--- src/rtl/st_bus_pkg.sv ---
/* Stream widths shared by the bridges, the arbiter, the interfaces and the top level.
   Import it wherever a beat width or an empty-count width is needed */
`default_nettype none

package st_bus_pkg;

    localparam int data_bytes = 4; // Default bytes per stream beat
    localparam int id_width   = 4; // Default width of tid and channel

    // Number of bits needed to count the empty bytes of a beat
    function automatic int empty_width_of(input int bytes);
        int width;
        width = 1; // A single-byte beat still keeps a one-bit field
        if (bytes > 2) begin
            width = $clog2(bytes);
        end
        return width;
    endfunction

endpackage

`default_nettype wire

--- src/rtl/axi4_stream_if.sv ---
/* AXI4-Stream bundle between the top-level ports and a bridge.
   The bridge takes the rx modport, the feeding side the tx modport */
`timescale 1ns/100ps
`default_nettype none

interface axi4_stream_if
    import st_bus_pkg::*;
#(
    parameter int DATA_BYTES = data_bytes,
    parameter int ID_WIDTH   = id_width
) ();

    logic                    tvalid; // Beat present
    logic                    tready; // Receiver can take the beat
    logic [8*DATA_BYTES-1:0] tdata;
    logic [DATA_BYTES-1:0]   tkeep;  // Byte belongs to the stream
    logic [DATA_BYTES-1:0]   tstrb;  // Byte carries data rather than position
    logic                    tlast;  // Last beat of a packet
    logic [ID_WIDTH-1:0]     tid;    // Stream identifier

    modport rx (
        input  tvalid, tdata, tkeep, tstrb, tlast, tid,
        output tready
    );

    modport tx (
        output tvalid, tdata, tkeep, tstrb, tlast, tid,
        input  tready
    );

endinterface

`default_nettype wire

--- src/rtl/avalon_st_if.sv ---
/* Avalon-ST bundle with the bus request pair used by the packet arbiter.
   A bridge drives the source modport and the arbiter takes the sink modport */
`timescale 1ns/100ps
`default_nettype none

interface avalon_st_if
    import st_bus_pkg::*;
#(
    parameter int DATA_BYTES = data_bytes,
    parameter int ID_WIDTH   = id_width
) ();

    logic                                  valid;
    logic                                  ready;
    logic [8*DATA_BYTES-1:0]               data;
    logic [empty_width_of(DATA_BYTES)-1:0] empty;   // Unused bytes in the last beat
    logic [ID_WIDTH-1:0]                   channel;
    logic                                  startofpacket;
    logic                                  endofpacket;
    logic                                  req;     // Source asks for the shared bus
    logic                                  ack;     // Shared bus is owned by this source

    modport source (
        output valid, data, empty, channel, startofpacket, endofpacket, req,
        input  ready, ack
    );

    modport sink (
        input  valid, data, empty, channel, startofpacket, endofpacket, req,
        output ready, ack
    );

endinterface

`default_nettype wire

--- src/rtl/axi4s_to_avalon_st.sv ---
/* One-stage AXI4-Stream to Avalon-ST bridge that also requests the shared output bus
   for each packet with a four-phase req/ack handshake */
`timescale 1ns/100ps
`default_nettype none

module axi4s_to_avalon_st
    import st_bus_pkg::*;
#(
    parameter int DATA_BYTES = data_bytes,
    parameter int ID_WIDTH   = id_width
) (
    input wire          aclk,
    input wire          areset_n,
    axi4_stream_if.rx   rx,
    avalon_st_if.source tx
);

    localparam int EMPTY_WIDTH = empty_width_of(DATA_BYTES);

    logic                    valid_q;   // Output register holds a beat
    logic [8*DATA_BYTES-1:0] data_q;
    logic [EMPTY_WIDTH-1:0]  empty_q;
    logic [ID_WIDTH-1:0]     channel_q;
    logic                    sop_q;
    logic                    eop_q;
    logic                    sop_armed; // Next accepted beat opens a packet
    logic                    req_q;
    logic                    accept;    // Input beat taken this cycle
    logic                    drain;     // Output beat leaves this cycle

    // Counts the bytes that are not both kept and strobed
    function automatic logic [EMPTY_WIDTH-1:0] bytes_not_set(
        input logic [DATA_BYTES-1:0] keep,
        input logic [DATA_BYTES-1:0] strb
    );
        int count;
        count = 0;
        for (int i = 0; i < DATA_BYTES; i++) begin
            if (!(keep[i] && strb[i])) begin
                count++;
            end
        end
        return count[EMPTY_WIDTH-1:0];
    endfunction

    assign drain     = valid_q && tx.ready;
    assign rx.tready = !valid_q || tx.ready; // Register empty or emptying now
    assign accept    = rx.tvalid && rx.tready;

    always_ff @(posedge aclk or negedge areset_n) begin
        if (!areset_n) begin
            valid_q <= 1'b0;
        end else if (rx.tready) begin
            valid_q <= rx.tvalid; // Refill or go empty once drained
        end
    end

    always_ff @(posedge aclk or negedge areset_n) begin
        if (!areset_n) begin
            sop_armed <= 1'b1; // First beat after reset starts a packet
        end else if (accept) begin
            sop_armed <= rx.tlast; // A closing beat rearms the tracker
        end
    end

    // Payload stage, qualified by valid_q
    always_ff @(posedge aclk) begin
        if (accept) begin
            data_q    <= rx.tdata;
            channel_q <= rx.tid;
            eop_q     <= rx.tlast;
            sop_q     <= sop_armed;
            empty_q   <= bytes_not_set(rx.tkeep, rx.tstrb);
        end
    end

    // Request opens on a held start beat and closes once the end beat has gone
    always_ff @(posedge aclk or negedge areset_n) begin
        if (!areset_n) begin
            req_q <= 1'b0;
        end else if (req_q) begin
            if (drain && eop_q) begin
                req_q <= 1'b0; // Packet finished on the shared bus
            end
        end else if (valid_q && sop_q && !tx.ack) begin
            req_q <= 1'b1; // Previous grant fully withdrawn
        end
    end

    assign tx.valid         = valid_q;
    assign tx.data          = data_q;
    assign tx.empty         = empty_q;
    assign tx.channel       = channel_q;
    assign tx.startofpacket = sop_q;
    assign tx.endofpacket   = eop_q;
    assign tx.req           = req_q;

endmodule

`default_nettype wire

--- src/flat_wrapper.sv ---
// flat-port wrapper written by rule: the top's interface ports become plain ports
module axi4s_to_avalon_st_flat import st_bus_pkg::*;
#(
    parameter int DATA_BYTES = data_bytes,
    parameter int ID_WIDTH   = id_width
)
  (aclk, areset_n, rx_tvalid, rx_tdata, rx_tkeep, rx_tstrb, rx_tlast, rx_tid, rx_tready, tx_valid, tx_data, tx_empty, tx_channel, tx_startofpacket, tx_endofpacket, tx_req, tx_ready, tx_ack);
  axi4_stream_if #(.DATA_BYTES(DATA_BYTES), .ID_WIDTH(ID_WIDTH)) rx_i ();
  avalon_st_if #(.DATA_BYTES(DATA_BYTES), .ID_WIDTH(ID_WIDTH)) tx_i ();
  input wire aclk;
  input wire areset_n;
  input wire logic [$bits(rx_i.tvalid)-1:0] rx_tvalid;
  input wire logic [$bits(rx_i.tdata)-1:0] rx_tdata;
  input wire logic [$bits(rx_i.tkeep)-1:0] rx_tkeep;
  input wire logic [$bits(rx_i.tstrb)-1:0] rx_tstrb;
  input wire logic [$bits(rx_i.tlast)-1:0] rx_tlast;
  input wire logic [$bits(rx_i.tid)-1:0] rx_tid;
  output wire logic [$bits(rx_i.tready)-1:0] rx_tready;
  output wire logic [$bits(tx_i.valid)-1:0] tx_valid;
  output wire logic [$bits(tx_i.data)-1:0] tx_data;
  output wire logic [$bits(tx_i.empty)-1:0] tx_empty;
  output wire logic [$bits(tx_i.channel)-1:0] tx_channel;
  output wire logic [$bits(tx_i.startofpacket)-1:0] tx_startofpacket;
  output wire logic [$bits(tx_i.endofpacket)-1:0] tx_endofpacket;
  output wire logic [$bits(tx_i.req)-1:0] tx_req;
  input wire logic [$bits(tx_i.ready)-1:0] tx_ready;
  input wire logic [$bits(tx_i.ack)-1:0] tx_ack;
  assign rx_i.tvalid = rx_tvalid;
  assign rx_i.tdata = rx_tdata;
  assign rx_i.tkeep = rx_tkeep;
  assign rx_i.tstrb = rx_tstrb;
  assign rx_i.tlast = rx_tlast;
  assign rx_i.tid = rx_tid;
  assign rx_tready = rx_i.tready;
  assign tx_valid = tx_i.valid;
  assign tx_data = tx_i.data;
  assign tx_empty = tx_i.empty;
  assign tx_channel = tx_i.channel;
  assign tx_startofpacket = tx_i.startofpacket;
  assign tx_endofpacket = tx_i.endofpacket;
  assign tx_req = tx_i.req;
  assign tx_i.ready = tx_ready;
  assign tx_i.ack = tx_ack;
  axi4s_to_avalon_st #(.DATA_BYTES(DATA_BYTES), .ID_WIDTH(ID_WIDTH)) u_core (.aclk(aclk), .areset_n(areset_n), .rx(rx_i), .tx(tx_i));
endmodule
--- config.mk ---
export PLATFORM = sky130hd
export DESIGN_NAME = axi4s_to_avalon_st_flat
export DESIGN_NICKNAME = d
export VERILOG_FILES = /design/src/rtl/st_bus_pkg.sv /design/src/rtl/axi4_stream_if.sv /design/src/rtl/avalon_st_if.sv /design/src/rtl/axi4s_to_avalon_st.sv /design/src/flat_wrapper.sv
export SDC_FILE = /design/constraint.sdc
export NUM_CORES = 1
export LEC_CHECK = 0
export BUFFER_PORTS_ARGS = -buffer_cell sky130_fd_sc_hd__buf_2
export CELL_PAD_IN_SITES_DETAIL_PLACEMENT = 0
export CELL_PAD_IN_SITES_GLOBAL_PLACEMENT = 1
export CORE_MARGIN = 4
export CORE_UTILIZATION = 32
export CTS_CLUSTER_SIZE = 14
export DETAILED_ROUTE_END_ITERATION = 12
export MAX_ROUTING_LAYER = met4
export PLACE_DENSITY_LB_ADDON = 0.1
export RECOVER_POWER = 25
export SYNTH_ARGS = -nofsm -noshare
export SYNTH_HDL_FRONTEND = slang
export SYNTH_SLANG_ARGS = --single-unit
export TNS_END_PERCENT = 100
--- constraint.sdc ---
create_clock -name aclk -period 1.7 [get_ports aclk]
set_clock_uncertainty 0.1 [all_clocks]
set_input_delay 0.17 -clock aclk [delete_from_list [all_inputs] [get_ports aclk]]
set_output_delay 0.17 -clock aclk [all_outputs]
set_load 0.01 [all_outputs]
==> results of run 1 <==
## cell usage in the layout, fill, tap and decap left out
cell / count
buf_2: 90
buf_12: 2
dfstp_1: 1
ha_1: 2
clkinvlp_4: 1
clkbuf_1: 3
edfxtp_1: 40
mux2_4: 1
inv_1: 3
a21o_1: 1
fa_1: 1
nand3_1: 3
a31oi_1: 1
a221o_1: 1
dfrtp_1: 2
and2_4: 1
clkinv_2: 1
dlygate4sd3_1: 40
clkbuf_8: 5
nand2b_4: 1
nand2_1: 4
or2b_1: 1
a41oi_1: 1
xor2_1: 1
nand4_1: 1
## cell type report
class,instances,area (µm²)
Timing Repair Buffer,134,898.4
Clock inverter,2,12.51
Multi-Input combinational cell,20,167.7
Sequential cell,43,1277
Inverter,3,11.26
Clock buffer,6,72.57
Fill cell,370,1879
Tap cell,52,65.06
## state kept, by name (all words and copies together), names as in the netlist
register,flops
u_core.tx.req,1
u_core.tx.endofpacket,1
u_core.tx.data,32
u_core.tx.startofpacket,1
u_core.sop_armed,1
u_core.tx.empty,2
u_core.tx.channel,4
u_core.tx.valid,1
## cell families (layout without fill, tap and decap cells)
| family | count (synthesis) | after routing | share of synthesized area |
|---|---|---|---|
| multiplexers | 1 | 1 | 0.01031 |
| flip-flops | 43 | 43 | 0.8772 |
| adder cells (fa/ha/maj) | 3 | 3 | 0.03093 |
| XOR/XNOR | 1 | 1 | 0.006015 |
| AO/OA/AOI/OAI | 4 | 4 | 0.02234 |
| buffers and inverters | 3 | 145 | 0.007731 |
| AND/OR/NAND/NOR | 11 | 11 | 0.04553 |
## layer usage
metal	wire length (µm)	track usage	part of all wire
met1	1191	0.1326	0.36
met2	1809	0.2119	0.54
met3	281	0.02243	0.084
met4	46	0.05825	0.014
met5	0	-	0
## worst paths after layout
check                                               end                            start  cells after the start  slack (ns)
min                         u_core.tx.valid$_DFFE_PN0P_                         areset_n                      2        0.13
min in group aclk               u_core.tx.req$_DFF_PN0_                           tx_ack                      4        0.14
max reg2reg                u_core.sop_armed$_DFFE_PN1P_      u_core.tx.valid$_DFFE_PN0P_                      4        0.36
max                        u_core.sop_armed$_DFFE_PN1P_                         tx_ready                      6        0.22
min reg2reg                     u_core.tx.req$_DFF_PN0_  u_core.tx.endofpacket$_DFFE_PP_                      1        0.41
max in group asynchronous  u_core.sop_armed$_DFFE_PN1P_                         areset_n                      2        1.13
## per-stage QoR
stage	total power [mW]	setup slack (ns)	hold WS, ns
floorplan	1.386	0.2299	-0.2256
global placement	1.526	0.2213	-0.1300
detailed placement	1.536	0.1873	-0.1290
CTS	2.219	0.2377	0.1012
global route	2.289	0.1927	0.1489
finish	2.188	0.2165	0.1341
## repair_timing
| item | in CTS | in global routing |
|---|---|---|
| endpoints found under the setup margin | 0 | 0 |
| hold endpoints to repair | 42 | 0 |
| buffers inserted | 0 | 0 |
| hold buffers | 40 | 0 |
## worst register-to-register path, stage by stage (launching register included)
cell	delay [ns]
dfrtp_1	0.44
nand2b_4	0.10
and2_4	0.17
buf_12	0.16
mux2_4	0.31
## power by group
group | internal [mW] | switching (mW) | total, mW
logic | 0.180 | 0.135 | 0.315
registers | 1.24 | 0.0233 | 1.26
clock network | 0.287 | 0.322 | 0.609
total | 1.71 | 0.481 | 2.19
==> impl_metrics.yaml, run 1 <==
placed_design:
  port_buffers: 92
  place.gp.congestion: 0.6997
  place_area_um2: 2022
  dp_hpwl_um: 2458
  place_inst: 212
timing:
  rsz0062_at_grt: "false"
  min_period_ns: 1.483
  post-route-period-util: 0.8726
  tns_ns: 0
  drv_slew: 0
  hold_viol: 0
  setup_viol: 0
  worstMarginPinSlew_ns: 0.1899
  maxClockFrequency_mhz: 674.1
  max_slew_margin: 0.8734
route:
  viasPerCell: 4.219
  drt-initial-drc-count: 41
  drt.antenna.violating_nets: 0
  drc_errors: 0
  via_count: 1097
  avgRoutedWirePerCell_um: 12.80
  wl_um: 3329
  dr.pass1.iters: 4
global_route:
  grt_pass1_vias: 1129
  overflow: 0
  grt_pass1_wl_um: 4988
  track_usage: 0.1214
  antenna_found_initial: 0
  grt_max_degree: 24
final_layout:
  design_area_um2: 2505
  antennaDiodeCount: 0
  post-route-util: 0.5713
  synthToLayoutAreaGrowth_pct: 71.99
  fin_cells: 260
  drive_above_1_share: 0.4904
  nets: 260
run:
  max-cap-violations: 0
yosys:
  synthCells: 66
  seq_area_frac_synth: 0.8771
  async_reset_ff_frac: 0.06977
  synth_common_cells: "edfxtp_1, nand2_1, inv_1, nand3_1"
  synth-warning-count: 0
  syn_area_um2: 1456
  yosysMostFrequentCell: "edfxtp_1"
  synthesis.nets: 119
  synthDistinctLibCells: 18
  postSynthAreaPerCell_um2: 22.07
  yosys.area.top_type: "edfxtp_1"
  synth_flop_cell: "edfxtp_1"
  synth_edf_count: 40
  synthTopCellsByArea: "edfxtp_1, dfrtp_1, dfstp_2"
  yosys.area.top_type_share: 0.8247
  synth.ff_latch_count: 43
die:
  ios: 93
  die_h_um: 75.46
  dieArea_um2: 5694
  initial_core_util: 0.3322
  num_rows: 24
  die_w_um: 75.46
  core_um2: 4384
status:
  status: "finished, final reports clean"
worst_setup_path:
  path_cells: "dlygate4sd3_1 -> buf_2 -> nand2b_4 -> and2_4 -> buf_12 -> mux2_4"
  critical-path-top-delay-family: "buffers and inverters"
  path_class: "in -> reg"
  critPathRequiredTime_ns: 1.82
  arrival_ns: 1.60
  critPathLaunchType: "primary input"
  critPathSlowestCell: "dlygate4sd3_1"
  critPathMaxFanout: 18
  cpPeakStageDelay_ns: 0.54
  endpoint_kind: "flop"
  critPathBufInv: 3
clock_tree:
  clock_tree.htree_level_count: 2
  clockBufferDepth: 2
  clock-sinks: 43
  cts_tree: "done"
  clock_latency_ns: 0.28
  cts-buffers-inserted: 5
  clkTransAtPathRegs_ns: 0.08
  root_buffer: "clkbuf_8"
  cts.repair.resized: 0
worst_hold_path:
  min_path_type: "in -> async"
power_and_ir_drop:
  peakVddDrop_uv: 435.6
  leakage_nw: 1.096
  powerDensity_nw_per_um2: 873.3
(Power assumes the default switching activity.)
==> run 2, diff against run 1 <==
--- a/config.mk
+++ b/config.mk
@@ -9,12 +9,11 @@
 export CELL_PAD_IN_SITES_DETAIL_PLACEMENT = 0
 export CELL_PAD_IN_SITES_GLOBAL_PLACEMENT = 1
 export CORE_MARGIN = 4
-export CORE_UTILIZATION = 32
+export CORE_UTILIZATION = 35
 export CTS_CLUSTER_SIZE = 14
 export DETAILED_ROUTE_END_ITERATION = 12
 export MAX_ROUTING_LAYER = met4
 export PLACE_DENSITY_LB_ADDON = 0.1
-export RECOVER_POWER = 25
 export SYNTH_ARGS = -nofsm -noshare
 export SYNTH_HDL_FRONTEND = slang
 export SYNTH_SLANG_ARGS = --single-unit
==> constraint.sdc (replaced) <==
create_clock -name aclk -period 1.9 [get_ports aclk]
set_clock_uncertainty 0.1 [all_clocks]
set_input_delay 0.19 -clock aclk [delete_from_list [all_inputs] [get_ports aclk]]
set_output_delay 0.19 -clock aclk [all_outputs]
set_load 0.01 [all_outputs]
==> run 2 against run 1 <==
  * Clock power decreased by 11%
  * Sequential share of layout area grew 0.62 points
  * Combinational power down 14%
  * Total power fell by 11%
  * Hold slack got worse by 0.11 ns
  * Register-to-register slack better by 0.08 ns
  * Critical path depth shrank 2
  * Cell count is 1.5% lower
  * Non-clock buffer count fell by 2
  * Critical path type unchanged
  * Highest routed layer unchanged
==> impl_metrics.yaml, run 2 (synthesized netlist as in run 1, its figures left out) <==
final_layout:
  antennaDiodeCount: 0
  final_common_cell: "buf_2"
  mostFrequentLayoutCells: "buf_2, edfxtp_1, dlygate4sd3_1"
  synthToLayoutAreaGrowth_pct: 69.93
  largest_reg_flops: 32
  design_area_um2: 2475
  drive_above_1_share: 0.5049
  nets: 258
worst_setup_path:
  path_cells: "dlygate4sd3_1 -> buf_2 -> and2_4 -> buf_12"
  path_depth: 4
  endpoint_kind: "flop"
  critPathRequiredTime_ns: 1.80
  cpPeakStageDelay_ns: 0.53
  critPathBufInv: 3
  critPathMaxFanout: 22
  r2r_cells: 3
  arrival_ns: 1.36
  critPathSlowestCell: "dlygate4sd3_1"
  critical-path-top-delay-family: "buffers and inverters"
  critPathLaunchType: "primary input"
  path_class: "in -> reg"
placed_design:
  place.gp.congestion: 0.7498
  port_buffers: 92
  dp_hpwl_um: 2295
  place_area_um2: 1999
timing:
  hold_viol: 0
  tns_ns: 0
  maxClockFrequency_mhz: 681.8
  min_period_ns: 1.467
  post-route-period-util: 0.7719
  rsz0062_at_grt: "false"
  drv_slew: 0
  max_slew_margin: 0.8124
  worstMarginPinSlew_ns: 0.2814
  hold_ws_ns: 0.02604
  setup_viol: 0
worst_hold_path:
  holdPathStages: 2
  min_path_type: "in -> reg"
power_and_ir_drop:
  powerDensity_nw_per_um2: 786.5
  p_int_mw: 1.522
  clockPowerShare: 0.280
  power_switching_mw: 0.4246
  peakVddDrop_uv: 529.7
  p_comb_frac: 0.140
  p_sw_frac: 0.2181
  leakage_nw: 1.089
  p_total_mw: 1.946
  seqPwrFrac: 0.580
clock_tree:
  cts.repair.resized: 0
  clockBufferDepth: 2
  cts_setup_buffers: 0
  clock-sinks: 43
  clock_latency_ns: 0.28
  clock_tree.htree_level_count: 2
  cts_tree: "done"
  ctsHoldBuffers: 39
  clkTransAtPathRegs_ns: 0.07
  root_buffer: "clkbuf_8"
  cts-buffers-inserted: 5
route:
  viasPerCell: 4.180
  wl_um: 3273
  drc_errors: 0
  avgRoutedWirePerCell_um: 12.79
  drt-initial-drc-count: 59
  drt.antenna.violating_nets: 0
  via_count: 1070
  dr.pass1.iters: 3
global_route:
  grt_pass1_vias: 1172
  overflow: 0
  grt_pass1_wl_um: 5119
  grt_max_degree: 23
  track_usage: 0.1350
  antenna_found_initial: 0
die:
  die_h_um: 72.51
  die_w_um: 72.51
  dieArea_um2: 5257
  initial_core_util: 0.3641
  ios: 93
  num_rows: 23
  core_um2: 4000
run:
  max-cap-violations: 0
status:
  status: "finished, final reports clean"
-- run 2: per-stage QoR --
step | cells | utilization | setup slack, ns
2_1_floorplan | 66 | - | 0.4299
5_1_grt | 256 | 0.6187 | 0.3536
4_1_cts | 256 | 0.6187 | 0.4244
3_3_place_gp | 209 | 0.4998 | 0.4029
6_report | 256 | 0.6187 | 0.4334
3_5_place_dp | 209 | 0.4998 | 0.3573
-- run 2: cell type report --
| type | count | area, µm² |
|---|---|---|
| fill | 339 | 1525 |
| sequential | 43 | 1277 |
| timing repair buffer | 132 | 870.8 |
| multi-input combinational | 20 | 167.7 |
| clock buffer | 6 | 72.57 |
| tap | 50 | 62.56 |
| clock inverter | 2 | 12.51 |
| inverter | 3 | 11.26 |
-- run 2: path summary, 6_finish.rpt --
path | start | to | slack (ns)
max | rx_tvalid | u_core.tx.data[4]$_DFFE_PP_ | 0.43
min | tx_ready | u_core.tx.req$_DFF_PN0_ | 0.03
max reg2reg | u_core.tx.valid$_DFFE_PN0P_ | u_core.tx.data[4]$_DFFE_PP_ | 0.44
min reg2reg | u_core.tx.endofpacket$_DFFE_PP_ | u_core.tx.req$_DFF_PN0_ | 0.41
max in group asynchronous | areset_n | u_core.sop_armed$_DFFE_PN1P_ | 1.37
min in group asynchronous | areset_n | u_core.tx.req$_DFF_PN0_ | 0.13
-- run 2: layer usage --
layer | wire, µm | vias up | track usage | part of all wire
met3 | 328 | 7 | 0.03878 | 0.10
met5 | 0 | - | - | 0
met4 | 65 | 0 | 0.06762 | 0.020
met1 | 1236 | 475 | 0.1512 | 0.38
met2 | 1642 | 59 | 0.2204 | 0.50
li1 | - | 529 | - | -
-- run 2: power groups by stage --
stage	Sequential (mW)	Combinational, mW	Clock [mW]
global placement	1.15	0.209	0
finish	1.13	0.272	0.544
floorplan	1.18	0.0558	0
detailed placement	1.15	0.214	0
CTS	1.13	0.277	0.569
global route	1.14	0.299	0.620
-- run 2: worst register-to-register path, stage by stage (launching register included) --
cell and delay [ns]:
dfrtp_1 0.43, nand2b_4 0.09, and2_4 0.32, buf_12 0.22
==> run 3, diff against run 2 <==
--- a/config.mk
+++ b/config.mk
@@ -9,7 +9,7 @@
 export CELL_PAD_IN_SITES_DETAIL_PLACEMENT = 0
 export CELL_PAD_IN_SITES_GLOBAL_PLACEMENT = 1
 export CORE_MARGIN = 4
-export CORE_UTILIZATION = 35
+export CORE_UTILIZATION = 29
 export CTS_CLUSTER_SIZE = 14
 export DETAILED_ROUTE_END_ITERATION = 12
 export MAX_ROUTING_LAYER = met4
==> constraint.sdc (replaced) <==
create_clock -name aclk -period 1.21 [get_ports aclk]
set_clock_uncertainty 0.1 [all_clocks]
set_input_delay 0.121 -clock aclk [delete_from_list [all_inputs] [get_ports aclk]]
set_output_delay 0.121 -clock aclk [all_outputs]
set_load 0.01 [all_outputs]
==> run 3 against run 2 <==
  * Largest cell class unchanged
  * Sequential share of layout area decreased by 3.0 points
  * Core utilization decreased by 7.0 points
  * The flow now finishes with violations (setup timing)
  * Critical path type is now reg -> reg
  * Sequential power increased by 58%
  * Register-to-register slack got worse by 0.50 ns
  * Largest power group unchanged
  * Clock-buffer cell count decreased by 1
  * Cell count increased by 10%
  * Via count increased by 7.8%
  * Non-clock buffer count increased by 9
==> impl_metrics.yaml, run 3 (synthesized netlist as in run 1, its figures left out) <==
run:
  max-cap-violations: 0
worst_setup_path:
  crit_start: "u_core.tx.valid$_DFFE_PN0P_"
  arrival_ns: 1.17
  path_cells: "nand2b_4 -> and2_4 -> buf_12"
  critPathLaunchType: "flop"
  critical-path-top-delay-family: "flip-flops"
  endpoint_kind: "flop"
  critPathSlowestCell: "dfrtp_2"
  critPathBufInv: 1
  r2r_slack_ns: -0.06
  critPathRequiredTime_ns: 1.11
  path_class: "reg -> reg"
  critPathMaxFanout: 23
  r2r_cells: 3
  cpPeakStageDelay_ns: 0.43
  worstReg2RegStart: "u_core.tx.valid$_DFFE_PN0P_"
  cp-endpoint: "u_core.tx.data[11]$_DFFE_PP_"
  path_depth: 3
  r2r_end: "u_core.tx.data[11]$_DFFE_PP_"
global_route:
  track_usage: 0.1298
  grt_pass1_vias: 1237
  overflow: 0
  antenna_found_initial: 0
  top_usage_layer: "met2"
  gr-usage-met1: 0.1407
  grtUsageMet2: 0.2199
  global_route.usage.met3: 0.03628
  grt_pass1_wl_um: 5830
  grt_max_degree: 24
final_layout:
  nets: 267
  mostFrequentLayoutCells: "buf_2, dlygate4sd3_1, edfxtp_1"
  fin_cells: 282
  final_common_cell: "buf_2"
  largest_reg_flops: 32
  antennaDiodeCount: 0
  fillers: 387
  drive_above_1_share: 0.5349
  post-route-util: 0.5490
  synthToLayoutAreaGrowth_pct: 80.41
placed_design:
  place.gp.congestion: 0.7445
  dp_hpwl_um: 2515
  place_inst: 233
  port_buffers: 92
clock_tree:
  clkTransAtPathRegs_ns: 0.08
  clockBufferDepth: 2
  cts-buffers-inserted: 5
  clock_tree.htree_level_count: 2
  root_buffer: "clkbuf_8"
  cts_tree: "done"
  clock-sinks: 43
  clock_latency_ns: 0.29
timing:
  setup_ws_ns: -0.05650
  min_period_ns: 1.267
  setup_viol: 41
  worstMarginPinSlew_ns: 0.1726
  maxClockFrequency_mhz: 789.6
  max_slew_margin: 0.8844
  post-route-period-util: 1.047
  tns_ns: -1.816
  hold_ws_ns: 0.07397
  drv_slew: 0
  rsz0062_at_grt: "true"
  hold_viol: 0
die:
  initial_core_util: 0.3043
  die_w_um: 78.87
  die_h_um: 78.87
  dieArea_um2: 6220
  ios: 93
  core_um2: 4786
  num_rows: 25
route:
  drt.antenna.violating_nets: 0
  via_count: 1153
  viasPerCell: 4.089
  wl_um: 3691
  avgRoutedWirePerCell_um: 13.09
  drc_errors: 0
  dr.pass1.iters: 5
  drt-initial-drc-count: 46
worst_hold_path:
  min_path_type: "in -> reg"
status:
  status: "finished with violations"
  violations: "setup timing"
power_and_ir_drop:
  p_total_mw: 3.313
  leakage_nw: 1.154
  peakVddDrop_uv: 707.4
  powerDensity_nw_per_um2: 1261
==> run 3: area by class of cell <==
type                    count  area, µm²  share of cell area
well taps                  67      83.83             0.03190
multi-input cells          20      186.4             0.07095
inverters                   3      11.26            0.004286
flip-flops and latches     43       1279              0.4867
repair buffers            141      959.7              0.3652
clock inverters             3      38.79             0.01476
clock buffers               5      68.82             0.02619
==> run 3: worst min path at each step <==
stage | from | to | cells past startpoint
2_1_floorplan | areset_n | u_core.tx.req$_DFF_PN0_ | 0
3_3_place_gp | areset_n | u_core.tx.req$_DFF_PN0_ | 1
3_5_place_dp | areset_n | u_core.tx.req$_DFF_PN0_ | 1
4_1_cts | areset_n | u_core.tx.valid$_DFFE_PN0P_ | 2
5_1_grt | rx_tstrb[3] | u_core.tx.empty[1]$_DFFE_PP_ | 3
6_report | rx_tstrb[3] | u_core.tx.empty[1]$_DFFE_PP_ | 3
==> run 3: worst min-delay path, cell delays in order <==
cell and delay, ns:
buf_2 0.10, nand3_1 0.06, nand3_1 0.07
==> run 3: per-stage QoR <==
step	cell area, µm²	setup WS, ns
5_1_grt	2628	-0.09455
6_report	2628	-0.05650
3_3_place_gp	2106	-0.2166
3_5_place_dp	2106	-0.2388
2_1_floorplan	1476	-0.2370
4_1_cts	2620	-0.05161
==> run 3: metal layers <==
metal | vias up | part of all wire
met5 | - | 0
met4 | 0 | 0.028
met3 | 11 | 0.081
met2 | 67 | 0.51
met1 | 526 | 0.38
li1 | 549 | -
==> run 3: power breakdown <==
group	switching (mW)	internal (mW)
sequential	0.0332	1.74
combinational	0.205	0.274
clock	0.452	0.604
==> run 3: timing repair <==
action | CTS | global route
gates cloned | 0 | 0
gates resized for setup | 1 | 0
hold buffers | 40 | 0
endpoints found under the setup margin | 42 | 42
setup buffers | 0 | 1
endpoints found under the hold margin | 43 | 0
